[src/design/harness_types_pkg.sv]
// Bus-facing types for the harness; 32-bit word bus only, one region code per request
`default_nettype none

package harness_types_pkg;

  // Byte address as seen on the tile data port
  typedef logic [31:0] addr_t;

  // One bus word, no wider accesses
  typedef logic [31:0] data_t;

  // Byte enables, bit b covers data[8*b +: 8]
  typedef logic [3:0] strb_t;

  // Decoded target of a request
  typedef logic [1:0] region_t;

  localparam region_t REGION_NONE    = 2'd0; // Unmapped, or any request flagged as error
  localparam region_t REGION_L2      = 2'd1; // Word memory window
  localparam region_t REGION_EXIT    = 2'd2; // Exit code mailbox
  localparam region_t REGION_CONSOLE = 2'd3; // Character output

  // Console character, byte 0 of the write data
  typedef logic [7:0] char_t;

endpackage : harness_types_pkg

`default_nettype wire

[src/design/resp_merge_stage.sv]
// Response mux of the harness; combinational, clock and reset only feed the latency check
`timescale 1ns/1ps
`default_nettype none

module resp_merge_stage
  import harness_types_pkg::*;
(
  input  wire          clk,
  input  wire          arst_n_i,
  input  wire          req_valid_i,  // Request strobe, latency check only
  input  wire          s2_valid_i,
  input  wire region_t s2_region_i,
  input  wire          s2_err_i,
  input  wire data_t   l2_rdata_i,
  input  wire data_t   mbox_rdata_i,
  output logic         rsp_valid_o,
  output data_t        rsp_rdata_o,
  output logic         rsp_err_o
);

  logic [1:0] req_hist_q; // Strobe history, bit 1 is two cycles old

  always_comb begin
    case (s2_region_i)
      REGION_L2:      rsp_rdata_o = l2_rdata_i;
      REGION_EXIT,
      REGION_CONSOLE: rsp_rdata_o = mbox_rdata_i;
      default:        rsp_rdata_o = '0; // Errors and unmapped read as zero
    endcase
  end

  assign rsp_valid_o = s2_valid_i;
  assign rsp_err_o   = s2_err_i;

  always_ff @(posedge clk or negedge arst_n_i) begin
    if (!arst_n_i) begin
      req_hist_q <= 2'b00;
    end else begin
      req_hist_q <= {req_hist_q[0], req_valid_i};
    end
  end

  // Fixed two-cycle latency through the whole pipeline
  a_rsp_latency : assert property (@(posedge clk) disable iff (!arst_n_i)
    rsp_valid_o == req_hist_q[1]);

endmodule : resp_merge_stage

`default_nettype wire

[config.mk]
export PLATFORM = sky130hd
export DESIGN_NAME = resp_merge_stage
export DESIGN_NICKNAME = d
export VERILOG_FILES = /design/src/design/harness_types_pkg.sv /design/src/design/resp_merge_stage.sv
export SDC_FILE = /design/constraint.sdc
export NUM_CORES = 1
export LEC_CHECK = 0
export ABC_AREA = 1
export CAP_MARGIN = 10
export CORE_AREA = 2 2 41 43
export DETAILED_ROUTE_END_ITERATION = 12
export DIE_AREA = 0 0 43 45
export DONT_BUFFER_PORTS = 1
export PLACE_DENSITY = 0.52
export SETUP_SLACK_MARGIN = 0.02
export SLEW_MARGIN = 15
export SYNTH_ARGS = -nofsm -noshare
export SYNTH_HDL_FRONTEND = slang
export SYNTH_SLANG_ARGS = --single-unit
[constraint.sdc]
create_clock -name vclk -period 1.3
set_input_delay 0.195 -clock vclk [all_inputs]
set_output_delay 0.195 -clock vclk [all_outputs]
set_load 0.01 [all_outputs]
Yosys cells after proc, flatten, opt, wreduce, memory -nomap -nowiden
Cells that the tools add are included.
{"block": "op_classes", "reduce_logical": 1, "n_eq_ne": 3, "muxes": 1}
{"operator": "$pmux 32 s2", "count": 1}
{"operator": "$eq 2x2->1 const B", "count": 2}
{"operator": "$eq 2x1->1 const B", "count": 1}
{"operator": "$reduce_or 2->1", "count": 1}
{"block": "totals", "out_inout_bits": 34, "regBits": 0, "input_bits": 71, "word_cells": 5}

Logic depth before layout (Yosys ltp)
{"block": "logic_depth", "depth_word": 3, "depth_mapped": 5, "depth_no_buf": 3}

Worst setup path after synthesis
OpenSTA, ideal clock, no wires.
{"block": "synth_timing", "path_type": "input port to output port", "start": "input s2_region_i[1]", "end": "output rsp_rdata_o[0]", "path_stages": 5, "n_path_buf": 2, "arrival_ns": 0.658, "required_time_ns": 1.105, "path_slack_ns": 0.447, "cell_sequence": "buf_6 -> inv_4 -> buf_8 -> nand3_2 -> nand2_1"}
{"block": "synth_between", "elab_chain_len": 3, "word_cells_on_any_way": 5, "cone_classes": "eq/ne (3); mux (1); reduce/logical (1)"}
{"element": "start: declaration", "line_no": "resp_merge_stage.sv:12", "text": "input wire region_t s2_region_i,"}
{"element": "$eq 2x2->1", "line_no": "resp_merge_stage.sv:24", "text": "case (s2_region_i)"}
{"element": "$reduce_or 2->1", "line_no": "resp_merge_stage.sv:24"}
{"element": "$pmux 32 s2 (*)", "line_no": "resp_merge_stage.sv:24"}
{"element": "end: declaration", "line_no": "resp_merge_stage.sv:17", "text": "output data_t rsp_rdata_o,"}
Mark *: on every way between the ends. The rest lies on a longest branch, timed or not.

Worst setup path in the final report
{"block": "layout_timing", "start": "input s2_region_i[1]", "end": "output rsp_rdata_o[19]"}
The elaborated chain is that of the path after synthesis.

==> qor.yml <==
internal_power_w: 0.00004327
instances_no_fill: 113
core_area_um2: 1471
dr.pass1.iters: 4
critPathCaptureType: "primary output"
diodes: 0
drv_slew: 0
outcome: "complete, no violations"
grt_max_degree: 34
critical_path_buf_inv_count: 1
port_buffers: 0
cp_top_family: "simple AND/OR/NAND/NOR gates"
worst_ir_drop_vdd_uv: 102.4
grt_use_total_pct: 11.30
min_period_over_period_pct: 68.38
placed_cells_incl_taps: 113
ant_nets: 0
most-common-layout-cells: "nand2_1 (64), nand3_1 (22), nand3_2 (10)"
tns_ps: 0
gr-total-overflow: 0
yosysSeqAreaShare_pct: 0
clock_power_share_pct: 0
viasPerCell: 5.540
finalHoldViolCount: 0
critPathSlowestCell: "inv_4"
design.seq.count: 0
pwr-share-seq_pct: 0
worst-path-max-fanout: 33
cts_hold_buf: 0
post-route-util_pct: 32.40
ys.warnings.count: 0
power_switching_share_pct: 69.34
rows: 14
drc: 0
rsz0062_at_grt: "false"
critPathMaxStageDelay_ps: 240
p_total_w: 0.0001411
worstSetupPathType: "input pin to primary output"
layout_commonest_cell: "nand2_1"
drive_gt1_share_pct: 11.34
synthCells: 109
worstPathArrival_ps: 690
ys_types: 8
first_iter_violations: 15
regArea_um2: 0
syn_area_per_cell_um2: 5.223
required_ps: 1110
ios: 105
relSlewSlack_pct: 78.36
die_y_um: 45
fmax_mhz: 1125
die_area_um2: 1935
fin_crit_ps: 888.9
initial_core_util_pct: 38.69
nNetsFinal: 170
cts_setup_buffers: 0
tightest_slew_ps: 324.6
fill_cells: 180
gp_congestion: 0.6656
dr_total_vias: 626
crit_chain: "inv_4 -> nand3_1 -> nand2_1"
worstHoldPathType: "input pin to primary output"
syn-num-nets: 180
area_delta_synth_final_pct: -16.26
cts_resized: 0
wl_um: 1404
wire_per_inst_um: 12.42
net-switching-power_w: 0.00009786
antenna_found_initial: 0
leakage_nw: 0.2845
grt_pass1_wl_um: 1835
share_comb_of_total_power_pct: 100.0
powerDensity_nw_per_um2: 296.1
setup_viol: 0
netlist_area_um2: 569.3
cp-start-kind: "input pin"
maxCapViolCount: 0
nClkBuffers: 0
grt_pass1_vias: 433
die_w_um: 43
==> power by group through the flow <==
stage	Combinational, W	Sequential, W	Clock, W
floorplan	0.000186	0	0
global placement	0.000141	0	0
detailed placement	0.000143	0	0
CTS	0.000143	0	0
global route	0.000156	0	0
finish	0.000141	0	0
==> cells by family (layout without fill, tap and decap cells) <==
kind of cell / Yosys count / after routing / synth area share, %
AND/OR/NAND/NOR: 96 / 96 / 79.12
buffers and inverters: 13 / 1 / 20.88
==> cells in the mapped netlist <==
library cell / number / area share (%)
nand2_1: 64 / 42
buf_2: 3 / 2.6
buf_6: 6 / 12
inv_4: 1 / 1.1
nand3_2: 10 / 18
buf_4: 2 / 2.6
nand3_1: 22 / 19
buf_8: 1 / 2.6
==> routing by layer <==
layer  global-route usage (%)  routed length [µm]
met4                        0                   0
met2                    22.12                 719
met1                    14.70                 488
met3                   0.4000                 196
met5                        0                   0
==> layout make-up <==
cell class	count	area, µm²	share of cell area [%]
multi-input combinational	96	450.4	94.49
tap	16	20.02	4.199
inverter	1	6.256	1.312
==> final timing paths <==
check | from | slack [ps] | end | cells past startpoint
worst max-delay path | s2_region_i[1] | 410 | rsp_rdata_o[19] | 3
worst min-delay path | s2_valid_i | 390 | rsp_valid_o | 0
==> per-stage QoR <==
stage	setup slack [ps]	instance area (µm²)	hold slack, ps
after floorplan	446.9	569.3	481.8
after global placement	424.3	476.7	390.1
after detailed placement	408.7	476.7	390.1
after CTS	407.7	476.7	390.1
after global routing	307.5	476.7	390.0
final	411.1	476.7	390.0
Power figures use the tool's default switching activity.
