--- src/design/harness_map_pkg.sv ---
// Address map of the harness; L2 base must be aligned to the window size
`default_nettype none

package harness_map_pkg;

  // L2 window, word addressed inside
  localparam logic [31:0] L2_BASE  = 32'h2C00_0000;
  localparam int          L2_WORDS = 1024;          // 4 KiB
  localparam int          L2_IDX_W = 10;            // clog2(L2_WORDS)

  // Word index into the L2 array
  typedef logic [L2_IDX_W-1:0] l2_idx_t;

  // Mailbox registers, exact word addresses only
  localparam logic [31:0] EXIT_ADDR    = 32'h2FFF_0000;
  localparam logic [31:0] CONSOLE_ADDR = 32'h2FFF_0004;

endpackage : harness_map_pkg

`default_nettype wire

--- src/design/harness_types_pkg.sv ---
// Bus-facing types for the harness; 32-bit word bus only, one region code per request
`default_nettype none

package harness_types_pkg;

  // Byte address as seen on the tile data port
  typedef logic [31:0] addr_t;

  // One bus word, no wider accesses
  typedef logic [31:0] data_t;

  // Byte enables, bit b covers data[8*b +: 8]
  typedef logic [3:0] strb_t;

  // Decoded target of a request
  typedef logic [1:0] region_t;

  localparam region_t REGION_NONE    = 2'd0; // Unmapped, or any request flagged as error
  localparam region_t REGION_L2      = 2'd1; // Word memory window
  localparam region_t REGION_EXIT    = 2'd2; // Exit code mailbox
  localparam region_t REGION_CONSOLE = 2'd3; // Character output

  // Console character, byte 0 of the write data
  typedef logic [7:0] char_t;

endpackage : harness_types_pkg

`default_nettype wire

--- src/design/bus_decode_stage.sv ---
// Stage 1 of the harness; single-word accesses only, misaligned and unmapped addresses get an error
`timescale 1ns/1ps
`default_nettype none

module bus_decode_stage
  import harness_types_pkg::*;
  import harness_map_pkg::*;
(
  input  wire              clk,
  input  wire              arst_n_i,
  input  wire              req_valid_i,
  input  wire              req_we_i,
  input  wire addr_t       req_addr_i,
  input  wire data_t       req_wdata_i,
  input  wire strb_t       req_be_i,
  input  wire              exit_pending_i, // Exit write seen, later writes rejected
  output logic             s1_valid_o,
  output logic             s1_we_o,
  output region_t          s1_region_o,
  output l2_idx_t          s1_idx_o,
  output data_t            s1_wdata_o,
  output strb_t            s1_be_o,
  output logic             s2_valid_o,
  output region_t          s2_region_o,
  output logic             s2_err_o
);

  addr_t   l2_off;     // Offset from L2 base, wraps below the base
  region_t region_d;
  logic    misaligned;
  logic    req_err;
  logic    s1_err;

  assign l2_off = req_addr_i - L2_BASE;

  // Address classification
  always_comb begin
    region_d = REGION_NONE;
    if (l2_off < addr_t'(L2_WORDS * 4)) begin
      region_d = REGION_L2;
    end else if (req_addr_i == EXIT_ADDR) begin
      region_d = REGION_EXIT;
    end else if (req_addr_i == CONSOLE_ADDR) begin
      region_d = REGION_CONSOLE;
    end
  end

  assign misaligned = |req_addr_i[1:0];
  // Unmapped, misaligned, or a write after the exit write
  assign req_err    = misaligned || (region_d == REGION_NONE) || (req_we_i && exit_pending_i);

  // Control flops, s1 then s2 copy for the merge
  always_ff @(posedge clk or negedge arst_n_i) begin
    if (!arst_n_i) begin
      s1_valid_o  <= 1'b0;
      s1_we_o     <= 1'b0;
      s1_region_o <= REGION_NONE;
      s1_err      <= 1'b0;
      s2_valid_o  <= 1'b0;
      s2_region_o <= REGION_NONE;
      s2_err_o    <= 1'b0;
    end else begin
      s1_valid_o  <= req_valid_i;
      s1_we_o     <= req_valid_i && req_we_i;
      s1_region_o <= (req_valid_i && !req_err) ? region_d : REGION_NONE; // Error kills target
      s1_err      <= req_valid_i && req_err;
      s2_valid_o  <= s1_valid_o;
      s2_region_o <= s1_region_o;
      s2_err_o    <= s1_err;
    end
  end

  // Payload, only loaded with a request
  always_ff @(posedge clk) begin
    if (req_valid_i) begin
      s1_idx_o   <= l2_off[L2_IDX_W+1:2]; // Word index in the window
      s1_wdata_o <= req_wdata_i;
      s1_be_o    <= req_be_i;
    end
  end

  // Requester must present clean fields with the strobe
  a_req_known : assert property (@(posedge clk) disable iff (!arst_n_i)
    req_valid_i |-> !$isunknown({req_we_i, req_addr_i, req_wdata_i, req_be_i}));

endmodule : bus_decode_stage

`default_nettype wire

--- config.mk ---
export PLATFORM = sky130hd
export DESIGN_NAME = bus_decode_stage
export DESIGN_NICKNAME = d
export VERILOG_FILES = /design/src/design/harness_map_pkg.sv /design/src/design/harness_types_pkg.sv /design/src/design/bus_decode_stage.sv
export SDC_FILE = /design/constraint.sdc
export NUM_CORES = 1
export LEC_CHECK = 0
export BUFFER_PORTS_ARGS = -buffer_cell sky130_fd_sc_hd__buf_4
export CORE_MARGIN = 10
export CORE_UTILIZATION = 40
export CTS_CLUSTER_DIAMETER = 150
export DETAILED_ROUTE_END_ITERATION = 8
export GPL_TIMING_DRIVEN = 0
export PLACE_DENSITY_LB_ADDON = 0.08
export SLEW_MARGIN = 20
export SYNTH_ARGS = -nofsm -noshare
export SYNTH_HDL_FRONTEND = slang
export SYNTH_SLANG_ARGS = --single-unit
--- constraint.sdc ---
create_clock -name clk -period 0.8 [get_ports clk]
set_clock_uncertainty 0.15 [all_clocks]
set_input_delay 0.08 -clock clk [delete_from_list [all_inputs] [get_ports clk]]
set_output_delay 0.08 -clock clk [all_outputs]
set_load 0.03 [all_outputs]
### After elaboration in Yosys (flattened, before gate mapping)

Index checks and enable logic that the tools add are counted.

| word-level totals | value |
|---|---|
| register bits after elaboration | 55 |
| input bits | 73 |
| output and inout bits | 54 |
| word-level logic and storage cells | 27 |

| operators by class | value |
|---|---|
| add/subtract/negate cells | 1 |
| magnitude comparators | 1 |
| equality and inequality tests | 2 |
| mux-type cells | 4 |
| reductions and logical operators | 9 |

Operators with widths:

| operator | number |
|---|---|
| $eq 32x30->1 const B | 2 |
| $lt 32x13->1 const B | 1 |
| $sub 32x30->32 const B | 1 |
| $mux 2 | 4 |
| $logic_and 1x1->1 | 4 |
| $logic_not 2->1 | 1 |
| $logic_or 1x1->1 | 2 |
| $reduce_or 2->1 | 1 |
| $logic_not 1->1 | 1 |

### Depth between registers and ports, before layout

Gate-level depths: netlist (run 1).

| logic depth | value |
|---|---|
| word-level depth | 10 |
| depth in mapped cells | 4 |
| mapped depth without buffers | 4 |

### Least setup slack after synthesis (run 1)

No wires, ideal clock.

| path | value |
|---|---|
| path kind | input to register |
| start | in req_addr_i[13] |
| end | reg s1_region_o[0] |
| arrival | 1.289 ns |
| slack | -0.708 ns |
| stages | 4 |
| path through | or4_4 or3_1 o31a_1 nor2_2 |

| between the ends | value |
|---|---|
| word-level cells in the longest chain between the ends | 10 |

RTL lines:

| item | RTL line | RTL |
|---|---|---|
| start, declared | bus_decode_stage.sv:13 | `input wire addr_t req_addr_i,` |
| branches (longest 3 deep; another with $sub 32x30->32) | - |  |
| $mux 2 (*) | bus_decode_stage.sv:39 | `if (l2_off < addr_t'(L2_WORDS * 4)) begin` |
| $logic_not 2->1 | bus_decode_stage.sv:50 | `assign req_err = misaligned \|\| (region_d == REGION_NONE) \|\| (req_we_i && exit_pending_i);` |
| $logic_or 1x1->1 (2 in a row) | bus_decode_stage.sv:50 |  |
| $logic_not 1->1 | bus_decode_stage.sv:65 | `s1_region_o <= (req_valid_i && !req_err) ? region_d : REGION_NONE;` |
| $logic_and 1x1->1 | bus_decode_stage.sv:65 |  |
| $mux 2 (*) | bus_decode_stage.sv:65 |  |
| end signal, assigned | bus_decode_stage.sv:65 |  |
| end, declared | bus_decode_stage.sv:19 | `output region_t s1_region_o,` |

Mark *: on every way between the ends.
A chain may end at the register's enable or synchronous reset.

### Final worst setup path (run 1)

Ends and elaborated chain as after synthesis.

==> summary.md, run 1 <==
| Metric | Value |
|---|---|
| Drt pass-1 iters | 4 |
| Number of buffers created by CTS | 5 |
| Pwr dens | 1853 nW/um^2 |
| Hold Path Class | input port to flop |
| Remaining global-route overflow | 0 |
| Worst hold path endpoint | s1_wdata_o[27]$_DFFE_PP_ |
| Lkg Pwr | ~1.4 nW |
| Cell area after synthesis | approximately 1800 um^2 |
| Vias in the first global route | between 1000 and 1500 |
| Synth warn | 0 |
| H-tree levels | 2 |
| Mux contribution to synthesized area | 0% |
| Site Rows | 24 |
| RSZ-0062 raised after global routing | yes |
| Synth Area in Adders | 0% |
| Reg2reg setup slack | -0.08 ns |
| Max Fanout on Critical Path | 3 |
| Post-synth net total | 154 |
| Total Routed Length | between 5000 and 6000 um |
| DR WL/cell | roughly 18 um |
| Failing checks | negative hold slack, negative setup slack |
| Sequential share of the synthesized area | between 90 and 100% |
| Reg clk slew, reported paths | 0.09 ns |
| CTS tree | built |
| Global placer's final weighted congestion | 0.7537 |
| Period utilisation layout | 159.7% |
| Max Slew Vio Count | 0 |
| Ports | 127 |
| Share of cells above drive strength 1 | 60.68% |
| Fmax | about 800 MHz |
| Crit Path Class | input port to flop |
| Die Ht | about 87 um |
| Total negative slack | -16.08 ns |
| Antenna Nets Post-Route | 0 |
| Slew margin rel. | slightly above 70% |
| Leading cell types in the layout, fill and taps excluded | 72 x buf_4, 58 x buf_6, 46 x edfxtp_1 |
| P&R area growth vs syn | 85.21% |
| Initial Util | 41.09% |
| Crit path capture type | flop |
| Worst hold path startpoint | req_wdata_i[27] |
| FF-to-FF Start | s1_region_o[0]$_DFF_PN0_ |
| Status | complete, but fails checks |
| Antenna violations before repair | 0 |
| Reg2Reg Capture Point | s2_region_o[0]$_DFF_PN0_ |
| Pwr Total | 0.006099 W |
| Clock buffer depth | 2 |
| PortBufs | around 130 |
| #FFs+latches synth | 55 |
| Setup slack after layout | -0.4772 ns |
| Routed via count | 1338 |
| Hold slack | -0.1918 ns |
| Netlist cell types | 20 |
| Sink Count | 55 |
| Iter 0 DRT Violations | 64 |
| Largest net degree at the start of global routing | 51 |
| Req. time, crit path | 0.88 ns |
| Commonest non-fill, non-tap cell in the layout | buf_4 |
| Residual DRC | 0 |
| Post-Synthesis Cells | 81 |
| Core area | 4324 um^2 |
| Placement Setup Slack | -0.8250 ns |
| Final Hold Fails | 44 |
| Setup violators final | 72 |
| Worst r2r path cells | 2 |
| Tmin final | 1.277 ns |
| Worst-Margin Slew | 0.4292 ns |
| Synth Area in Simple Gates | 8.169% |
| Critical Path Start Type | input port |
| Hold Path Cell Cnt | 1 |
| XOR/XNOR share of the synthesized area | 0% |
| Clock Tree Root | clkbuf_8 |
| Die Wd | just under 90 um |
| Fin nets | 306 |
| Clk_lat worst skew | 0.29 ns |
| Vias per inst | about 4.7 |
| Die footprint | 7507 um^2 |
| Synth Area in Compound Gates | approximately 1.2% |
| IR Drop Worst-Case VDD | 0.001009 V |
| Worst path arrival time | 1.35 ns |
| Main combinational cell family by area after synthesis | simple AND/OR/NAND/NOR gates |
| Syn Area/Cell | 21.93 um^2 |
| # Max-Cap Violations | 0 |
| Antenna diodes | 0 |
| First-pass GRT wire length | 7120 um |
| GRT Util Overall | 12.48% |
[logic make-up (layout without fill, tap and decap cells)]
kind of cell,Yosys count,in the layout
DFF,55,55
buffers and inverters,1,154
and+or+nand+nor,22,22
AOI/OAI and AO/OA,3,3
[what timing repair did]
item	CTS	global route
hold buffers	1	14
resized for setup	56	5
cloned	0	0
setup buffers	2	3
hold endpoints to repair	58	59
pin swaps	2	1
setup endpoints to repair	57	75
[worst max path at each step]
stage / from / end / slack, ns / cells after the start
6_report: req_addr_i[13] / s1_region_o[0]$_DFF_PN0_ / -0.48 / 5
5_1_grt: req_addr_i[13] / s1_region_o[0]$_DFF_PN0_ / -0.48 / 5
4_1_cts: req_addr_i[13] / s1_region_o[0]$_DFF_PN0_ / -0.47 / 5
3_5_place_dp: req_addr_i[5] / s1_region_o[1]$_DFF_PN0_ / -0.83 / 5
3_3_place_gp: req_addr_i[5] / s1_region_o[1]$_DFF_PN0_ / -0.82 / 5
2_1_floorplan: req_addr_i[13] / s1_region_o[0]$_DFF_PN0_ / -0.64 / 4
[layout make-up]
type | instances | area [um^2]
Clock buffer | 7 | 76.32
Clock inverter | 1 | 5.005
Fill cell | 283 | 1033
Inverter | 1 | 3.754
Multi-Input combinational cell | 25 | 190.2
Sequential cell | 55 | 1607
Tap cell | 52 | 65.06
Timing Repair Buffer | 145 | 1344
[cell usage after synthesis]
master | count | area, um^2
nand3_1 | 1 | 5.000
nor2_1 | 3 | 11.26
or3_1 | 1 | 6.260
dfrtp_1 | 9 | 225.2
o21ai_0 | 1 | 5.000
a21boi_0 | 1 | 7.510
or4_4 | 1 | 11.26
and3_1 | 1 | 6.260
nor2_2 | 1 | 6.260
or4_1 | 1 | 7.510
inv_1 | 1 | 3.750
nand4b_1 | 1 | 8.760
o31a_1 | 1 | 8.760
nand4_1 | 2 | 12.51
nand2_1 | 2 | 7.510
and2_1 | 1 | 6.260
edfxtp_1 | 46 | 1381
nor4bb_1 | 2 | 20.02
nor4_1 | 3 | 18.77
nor4b_1 | 2 | 17.52
[metrics by stage]
step	std cells	area (um^2)	util, %	hold WS, ns
after CTS	270	3113	71.99	-0.2049
after detailed placement	259	2794	64.61	-0.2441
after floorplan	81	1783	-	-0.3656
final	286	3291	76.10	-0.1918
after global placement	259	2794	64.61	-0.2488
after global routing	286	3291	76.10	-0.2169
[state kept, by name, indices dropped and copies added, names as in the netlist]
name and cells:
s1_wdata_o 32, s1_idx_o 10, s1_be_o 4, s1_region_o 2, s2_region_o 2, s1_err 1, s1_valid_o 1, s1_we_o 1
s2_err_o 1, s2_valid_o 1
[metal layers]
metal	track usage, %	routed length (um)
met1	11.42	1761
met2	22.01	2832
met3	8.537	577
met4	3.093	0
met5	0	0
[critical path, cell delays in order]
cell	delay, ns
buf_6	0.09
or4_4	0.52
or3_4	0.34
o31a_1	0.25
nor2_2	0.07
[where the power goes]
part           switching [W]  leakage (nW)  internal [W]
sequential         0.0000911         0.566       0.00333
combinational       0.000630         0.806      0.000646
clock               0.000784        0.0422      0.000616
Power figures use the tool's default switching activity.
==> run 2, diff against run 1 <==
--- a/config.mk
+++ b/config.mk
@@ -16,3 +16,4 @@
 export SYNTH_ARGS = -nofsm -noshare
 export SYNTH_HDL_FRONTEND = slang
 export SYNTH_SLANG_ARGS = --single-unit
+export TNS_END_PERCENT = 10
==> run 2 against run 1 <==
The flow still finishes with violations (negative hold slack, negative setup slack). Sequential power about the same. Combinational power decreased by 3%. Die area unchanged. Clock-buffer cell count decreased by 1. Critical path depth unchanged. Register-to-register slack improved by 0.21 ns. Sequential cell count unchanged. Fmax decreased by 3.7%. First-iteration DRC count increased by 17%. Design area decreased by 2.3%. Cell count decreased by 3.1%. Power decreased by 0.30%. Critical endpoint unchanged.
==> summary.md, run 2 (synthesis results as in run 1) <==
| Metric | Value |
|---|---|
| Antenna violations before repair | 0 (unchanged) |
| Number of buffers created by CTS | 5 (unchanged) |
| Vias in the first global route | 1412 (-0.21%) |
| Max Fanout on Critical Path | 3 (unchanged) |
| P&R area growth vs syn | 80.92% |
| Largest net degree at the start of global routing | 51 (unchanged) |
| Pwr dens | 1892 nW/um^2 (+2.1%) |
| RSZ-0062 raised after global routing | yes |
| # Max-Cap Violations | 0 (unchanged) |
| Tmin final | 1.327 ns (+0.04926 ns) |
| Req. time, crit path | 0.88 ns (about the same) |
| Design area | 3214 um^2 (-2.3%) |
| Worst path arrival time | 1.41 ns (+0.06 ns) |
| Remaining global-route overflow | 0 (unchanged) |
| Setup violators final | 64 (-11%) |
| Clk_lat worst skew | 0.29 ns (about the same) |
| Hold Path Class | input port to flop |
| Crit Path Class | input port to flop |
| Critical Path Start Type | input port |
| Largest register FFs | 32 (unchanged) |
| Hold slack | -0.1953 ns (-0.003499 ns) |
| Leading cell types in the layout, fill and taps excluded | 71 x buf_4, 57 x buf_6, 46 x edfxtp_1 |
| Clock buffer depth | 2 (unchanged) |
| Multi-input logic area | 198.9 um^2 (+4.6%) |
| Largest Register | s1_wdata_o |
| Share of cells above drive strength 1 | 62.67% (+2.0 points) |
| Max Slew Vio Count | 0 (unchanged) |
| Placement-stage cell area | 2788 um^2 (-0.22%) |
| Hold Path Cell Cnt | 1 (unchanged) |
| Placed cells | 259 (unchanged) |
| Lkg Pwr | 1.373 nW (-2.9%) |
| Die Ht | 86.65 um (unchanged) |
| Routed via count | 1311 (-2.0%) |
| GRT Util Overall | 12.53% (+0.049 points) |
| Fin nets | 297 (-2.9%) |
| Drt pass-1 iters | 3 (-1) |
| Antenna Nets Post-Route | 0 (unchanged) |
| Pwr Total | 0.006081 W (-0.30%) |
| Reg2reg setup slack | 0.13 ns (+0.21 ns) |
| Commonest non-fill, non-tap cell in the layout | buf_4 |
| IR Drop Worst-Case VDD | 0.001097 V (+8.7%) |
| Worst r2r path cells | 0 (-2) |
| Failing checks | negative hold slack, negative setup slack |
| PortBufs | 126 (unchanged) |
| Antenna diodes | 0 (unchanged) |
| Period utilisation layout | 165.8% (+6.2 points) |
| Global placer's final weighted congestion | 0.7431 (-1.4%) |
| DR WL/cell | 18.63 um (+3.0%) |
| Core area | 4324 um^2 (unchanged) |
| Initial Util | 41.09% (unchanged) |
| Total Routed Length | 5160 um (-0.21%) |
| Final core occ | 74.33% (-1.8 points) |
| Fmax | 753.9 MHz (-3.7%) |
| Crit path capture type | flop |
| Number of fill cells | 305 (+7.8%) |
| Clock Tree Root | clkbuf_8 |
| Worst-Margin Slew | 0.4363 ns (+0.007095 ns) |
| Final Non-Filler Cells | 277 (-3.1%) |
| FF/Latch Area | 1607 um^2 (unchanged) |
| CTS tree | built |
| H-tree levels | 2 (unchanged) |
| Status | complete, but fails checks |
| Slew margin rel. | 70.92% (-0.47 points) |
| Sink Count | 55 (unchanged) |
| Final Hold Fails | 51 (+16%) |
| Site Rows | 24 (unchanged) |
| Ports | 127 (unchanged) |
| Die Wd | 86.65 um (unchanged) |
| Reg clk slew, reported paths | 0.09 ns (about the same) |
| Vias per inst | 4.733 (+1.2%) |
| Largest regs | s1_wdata_o: 32 flops, s1_idx_o: 10 flops, s1_be_o: 4 flops |
| First-pass GRT wire length | 7155 um (+0.49%) |
| Setup slack after layout | -0.5265 ns (-0.04926 ns) |
| Iter 0 DRT Violations | 75 (+17%) |
| Die footprint | 7507 um^2 (unchanged) |
| Residual DRC | 0 (unchanged) |
-- run 2: cell types whose count changed in the layout (fill, tap and decap cells not counted), sizes merged --
cell and change:
dlygate4sd3 -7, clkbuf -1, clkinvlp +1, buf -2
-- run 2: what timing repair did --
action	4_1_cts	5_1_grt
pin swaps	0	3
hold endpoints to repair	57	49
endpoints found under the setup margin	57	90
hold buffers	1	7
buffers inserted	0	2
resized for setup	58	4
-- run 2: stage by stage --
stage | TNS (ns) | hold slack, ns | setup WS, ns
after global routing | -18.14 | -0.2186 | -0.5179
after global placement | -15.48 | -0.2476 | -0.8253
final | -15.89 | -0.1953 | -0.5265
after CTS | -16.74 | -0.2105 | -0.4729
after detailed placement | -16.66 | -0.2451 | -0.8186
after floorplan | -1.855 | -0.3656 | -0.6457
-- run 2: final cells by class --
class	instances	area share, %
Sequential cell	55	49.98
Multi-Input combinational cell	25	6.189
Timing Repair Buffer	136	39.04
Clock inverter	2	0.3893
Inverter	1	0.1168
Clock buffer	6	2.258
Tap cell	52	2.024
-- run 2: routing by layer --
layer  part of all wire, %  track usage, %  up-vias
met5                     0               0        -
met4                   1.5           5.744        0
met3                    13           7.692        4
met2                    52           21.61       77
met1                    34           11.39      618
li1                      -               -      612
-- run 2: worst paths after layout --
path / start / end
max in group asynchronous: arst_n_i / s1_err$_DFF_PN0_
min reg2reg: s1_err$_DFF_PN0_ / s2_err_o$_DFF_PN0_
max reg2reg: s1_region_o[1]$_DFF_PN0_ / s2_region_o[1]$_DFF_PN0_
max: req_addr_i[13] / s1_region_o[0]$_DFF_PN0_
min in group asynchronous: arst_n_i / s2_region_o[1]$_DFF_PN0_
min: req_wdata_i[31] / s1_wdata_o[31]$_DFFE_PP_
-- run 2: where the power goes --
part           switching, W  internal (W)
Combinational      0.000622      0.000622
Sequential        0.0000893       0.00333
Clock              0.000802      0.000612
Total               0.00151       0.00457
-- run 2: worst max-delay path: stages --
cell and delay [ns]:
buf_6 0.09, or4_4 0.53, or3_4 0.35, o31a_1 0.28, nor2_2 0.08
==> run 3, diff against run 2 <==
--- a/config.mk
+++ b/config.mk
@@ -12,6 +12,7 @@
 export DETAILED_ROUTE_END_ITERATION = 8
 export GPL_TIMING_DRIVEN = 0
 export PLACE_DENSITY_LB_ADDON = 0.08
+export REMOVE_ABC_BUFFERS = 1
 export SLEW_MARGIN = 20
 export SYNTH_ARGS = -nofsm -noshare
 export SYNTH_HDL_FRONTEND = slang
==> run 3 against run 2 <==
The flow still finishes with violations (negative hold slack, negative setup slack). Clock-buffer cell count up 1. Setup slack better by 0.036 ns. First-iteration DRC count down 15%. Global-route usage down 0.27 points. Critical path depth unchanged. Non-clock buffer count down 8. Largest cell class unchanged.
==> summary.md, run 3 (synthesis results as in run 1) <==
| Metric | Value |
|---|---|
| Antenna Nets Post-Route | 0 (unchanged) |
| Vias per inst | 4.729 (about the same) |
| Net Sw Frac | 24.53% (-0.36 points) |
| Sequential power share | 56.6% (+0.3 points) |
| Setup slack after layout | -0.4903 ns (+0.03621 ns) |
| Sink Count | 55 (unchanged) |
| Failing checks | negative hold slack, negative setup slack |
| Slew margin rel. | 71.75% (+0.84 points) |
| Routed via count | 1272 (-3.0%) |
| Vias in the first global route | 1459 (+3.3%) |
| Site Rows | 24 (unchanged) |
| Clock power share | 22.9% (-0.4 points) |
| Total Routed Length | 4976 um (-3.6%) |
| PortBufs | 126 (unchanged) |
| Clk_lat worst skew | 0.28 ns (about the same) |
| Core area | 4324 um^2 (unchanged) |
| Met2 usage | 22.15% (+0.54 points) |
| Antenna violations before repair | 0 (unchanged) |
| Period utilisation layout | 161.3% (-4.5 points) |
| Die Wd | 86.65 um (unchanged) |
| P&R area growth vs syn | 78.59% |
| Worst-Margin Slew | 0.4237 ns (-0.01253 ns) |
| Antenna diodes | 0 (unchanged) |
| Hold slack | -0.1908 ns (+0.004443 ns) |
| Largest Register | s1_wdata_o |
| Ports | 127 (unchanged) |
| Worst path arrival time | 1.37 ns (-0.04 ns) |
| IR Drop Worst-Case VDD | 0.001018 V (-7.1%) |
| Leading cell types in the layout, fill and taps excluded | 64 x buf_4, 63 x buf_6, 46 x edfxtp_1 |
| Residual DRC | 0 (unchanged) |
| Hold_buf cts | 1 (unchanged) |
| H-tree levels | 2 (unchanged) |
| Critical Path Start Type | input port |
| Largest regs | s1_wdata_o: 32 flops, s1_idx_o: 10 flops, s1_be_o: 4 flops |
| Req. time, crit path | 0.87 ns (about the same) |
| Max Fanout on Critical Path | 3 (unchanged) |
| Setup violators final | 57 (-11%) |
| Initial Util | 41.09% (unchanged) |
| Int Pwr | 0.004564 W (about the same) |
| RSZ-0062 raised after global routing | yes |
| Status | complete, but fails checks |
| Iter 0 DRT Violations | 64 (-15%) |
| Placement Setup Slack | -0.8596 ns (-0.04100 ns) |
| Largest register FFs | 32 (unchanged) |
| Share of cells above drive strength 1 | 64.06% (+1.4 points) |
| First-pass GRT wire length | 7120 um (-0.49%) |
| Lkg Pwr | 1.362 nW (-0.80%) |
| Max Slew Vio Count | 0 (unchanged) |
| Tmin final | 1.290 ns (-0.03621 ns) |
| Die Ht | 86.65 um (unchanged) |
| Crit path capture type | flop |
| GRT Util Overall | 12.26% (-0.27 points) |
| Clock buffer depth | 2 (unchanged) |
| Commonest non-fill, non-tap cell in the layout | buf_4 |
| Clock Tree Root | clkbuf_8 |
| M3 GR Usage | 7.317% (-0.38 points) |
| Fmax | 775.0 MHz (+2.8%) |
| DR WL/cell | 18.50 um (-0.70%) |
| Global placer's final weighted congestion | 0.7640 (+2.8%) |
| Number of fill cells | 304 (-0.33%) |
| # Max-Cap Violations | 0 (unchanged) |
| FF/Latch Area | 1607 um^2 (unchanged) |
| Pwr Total | 0.006048 W (-0.55%) |
| Crit Path Class | input port to flop |
| Busiest layer in global routing | met2 |
| GR Util met1 | 11.06% (-0.33 points) |
| Reg clk slew, reported paths | 0.09 ns (about the same) |
| Pwr dens | 1906 nW/um^2 (+0.75%) |
| CTS tree | built |
| Combinational Power Share | 20.5% (about the same) |
| Remaining global-route overflow | 0 (unchanged) |
| Largest net degree at the start of global routing | 51 (unchanged) |
| Number of buffers created by CTS | 5 (unchanged) |
| Fin nets | 289 (-2.7%) |
| Multi-input logic area | 216.5 um^2 (+8.8%) |
| Drt pass-1 iters | 4 (+1) |
| Final Hold Fails | 49 (-3.9%) |
| Net Switching | 0.001484 W (-2.0%) |
| Hold Path Class | input port to flop |
| Die footprint | 7507 um^2 (unchanged) |
run 3: cell types whose count changed in the layout (fill, tap and decap cells not counted), sizes merged:
cell         before  now
dlygate4sd3       8    1
clkinvlp          1    0
clkbuf            6    7
buf             128  127
run 3: final timing paths:
kind,slack (ns),depth (start not counted),start,end
max in group asynchronous,0.37,2,arst_n_i,s2_region_o[1]$_DFF_PN0_
setup reg to reg,0.13,0,s1_region_o[1]$_DFF_PN0_,s2_region_o[1]$_DFF_PN0_
min in group asynchronous,0,2,arst_n_i,s2_valid_o$_DFF_PN0_
hold reg to reg,0.22,0,s1_err$_DFF_PN0_,s2_err_o$_DFF_PN0_
setup / recovery,-0.49,5,req_addr_i[13],s1_region_o[0]$_DFF_PN0_
hold / removal,-0.19,1,req_wdata_i[10],s1_wdata_o[10]$_DFFE_PP_
run 3: worst max-delay path, cell delays in order:
cell and delay [ns]:
buf_6 0.09, or4_4 0.53, or3_4 0.34, o31a_1 0.26, nor2_2 0.07
run 3: per-stage QoR:
stage	std cells	setup TNS [ns]	hold WS, ns	cell area [um^2]	util, %
finish	269	-15.33	-0.1908	3173	73.38
global route	269	-17.38	-0.2089	3173	73.38
CTS	269	-16.10	-0.2064	3154	72.95
detailed placement	259	-16.86	-0.2431	2788	64.47
global placement	259	-15.50	-0.2481	2788	64.47
floorplan	81	-1.980	-0.3656	1777	-
run 3: final cells by class:
cell class | instances | area share, %
flip-flops and latches | 55 | 50.63
repair buffers | 128 | 37.82
multi-input cells | 25 | 6.822
clock buffers | 7 | 2.405
well taps | 52 | 2.050
clock inverters | 1 | 0.1577
inverters | 1 | 0.1183
run 3: repair_timing:
item,in CTS,in global routing
setup endpoints to repair,57,103
gates resized for setup,69,3
buffers inserted,1,0
endpoints found under the hold margin,57,49
pin swaps,5,1
run 3: power groups by stage:
| stage | sequential, W | combinational [W] | clock (W) |
|---|---|---|---|
| 6_report | 0.00343 | 0.00124 | 0.00138 |
| 5_1_grt | 0.00345 | 0.00129 | 0.00155 |
| 4_1_cts | 0.00343 | 0.00124 | 0.00145 |
| 3_5_place_dp | 0.00345 | 0.00109 | 0 |
| 3_3_place_gp | 0.00344 | 0.00107 | 0 |
| 2_1_floorplan | 0.00386 | 0.0000226 | 0 |
run 3: per-layer routing:
metal / wire length [um] / vias to the layer above
li1: - / 590
met1: 1614 / 603
met2: 2689 / 77
met3: 655 / 2
met4: 16 / 0
met5: 0 / -
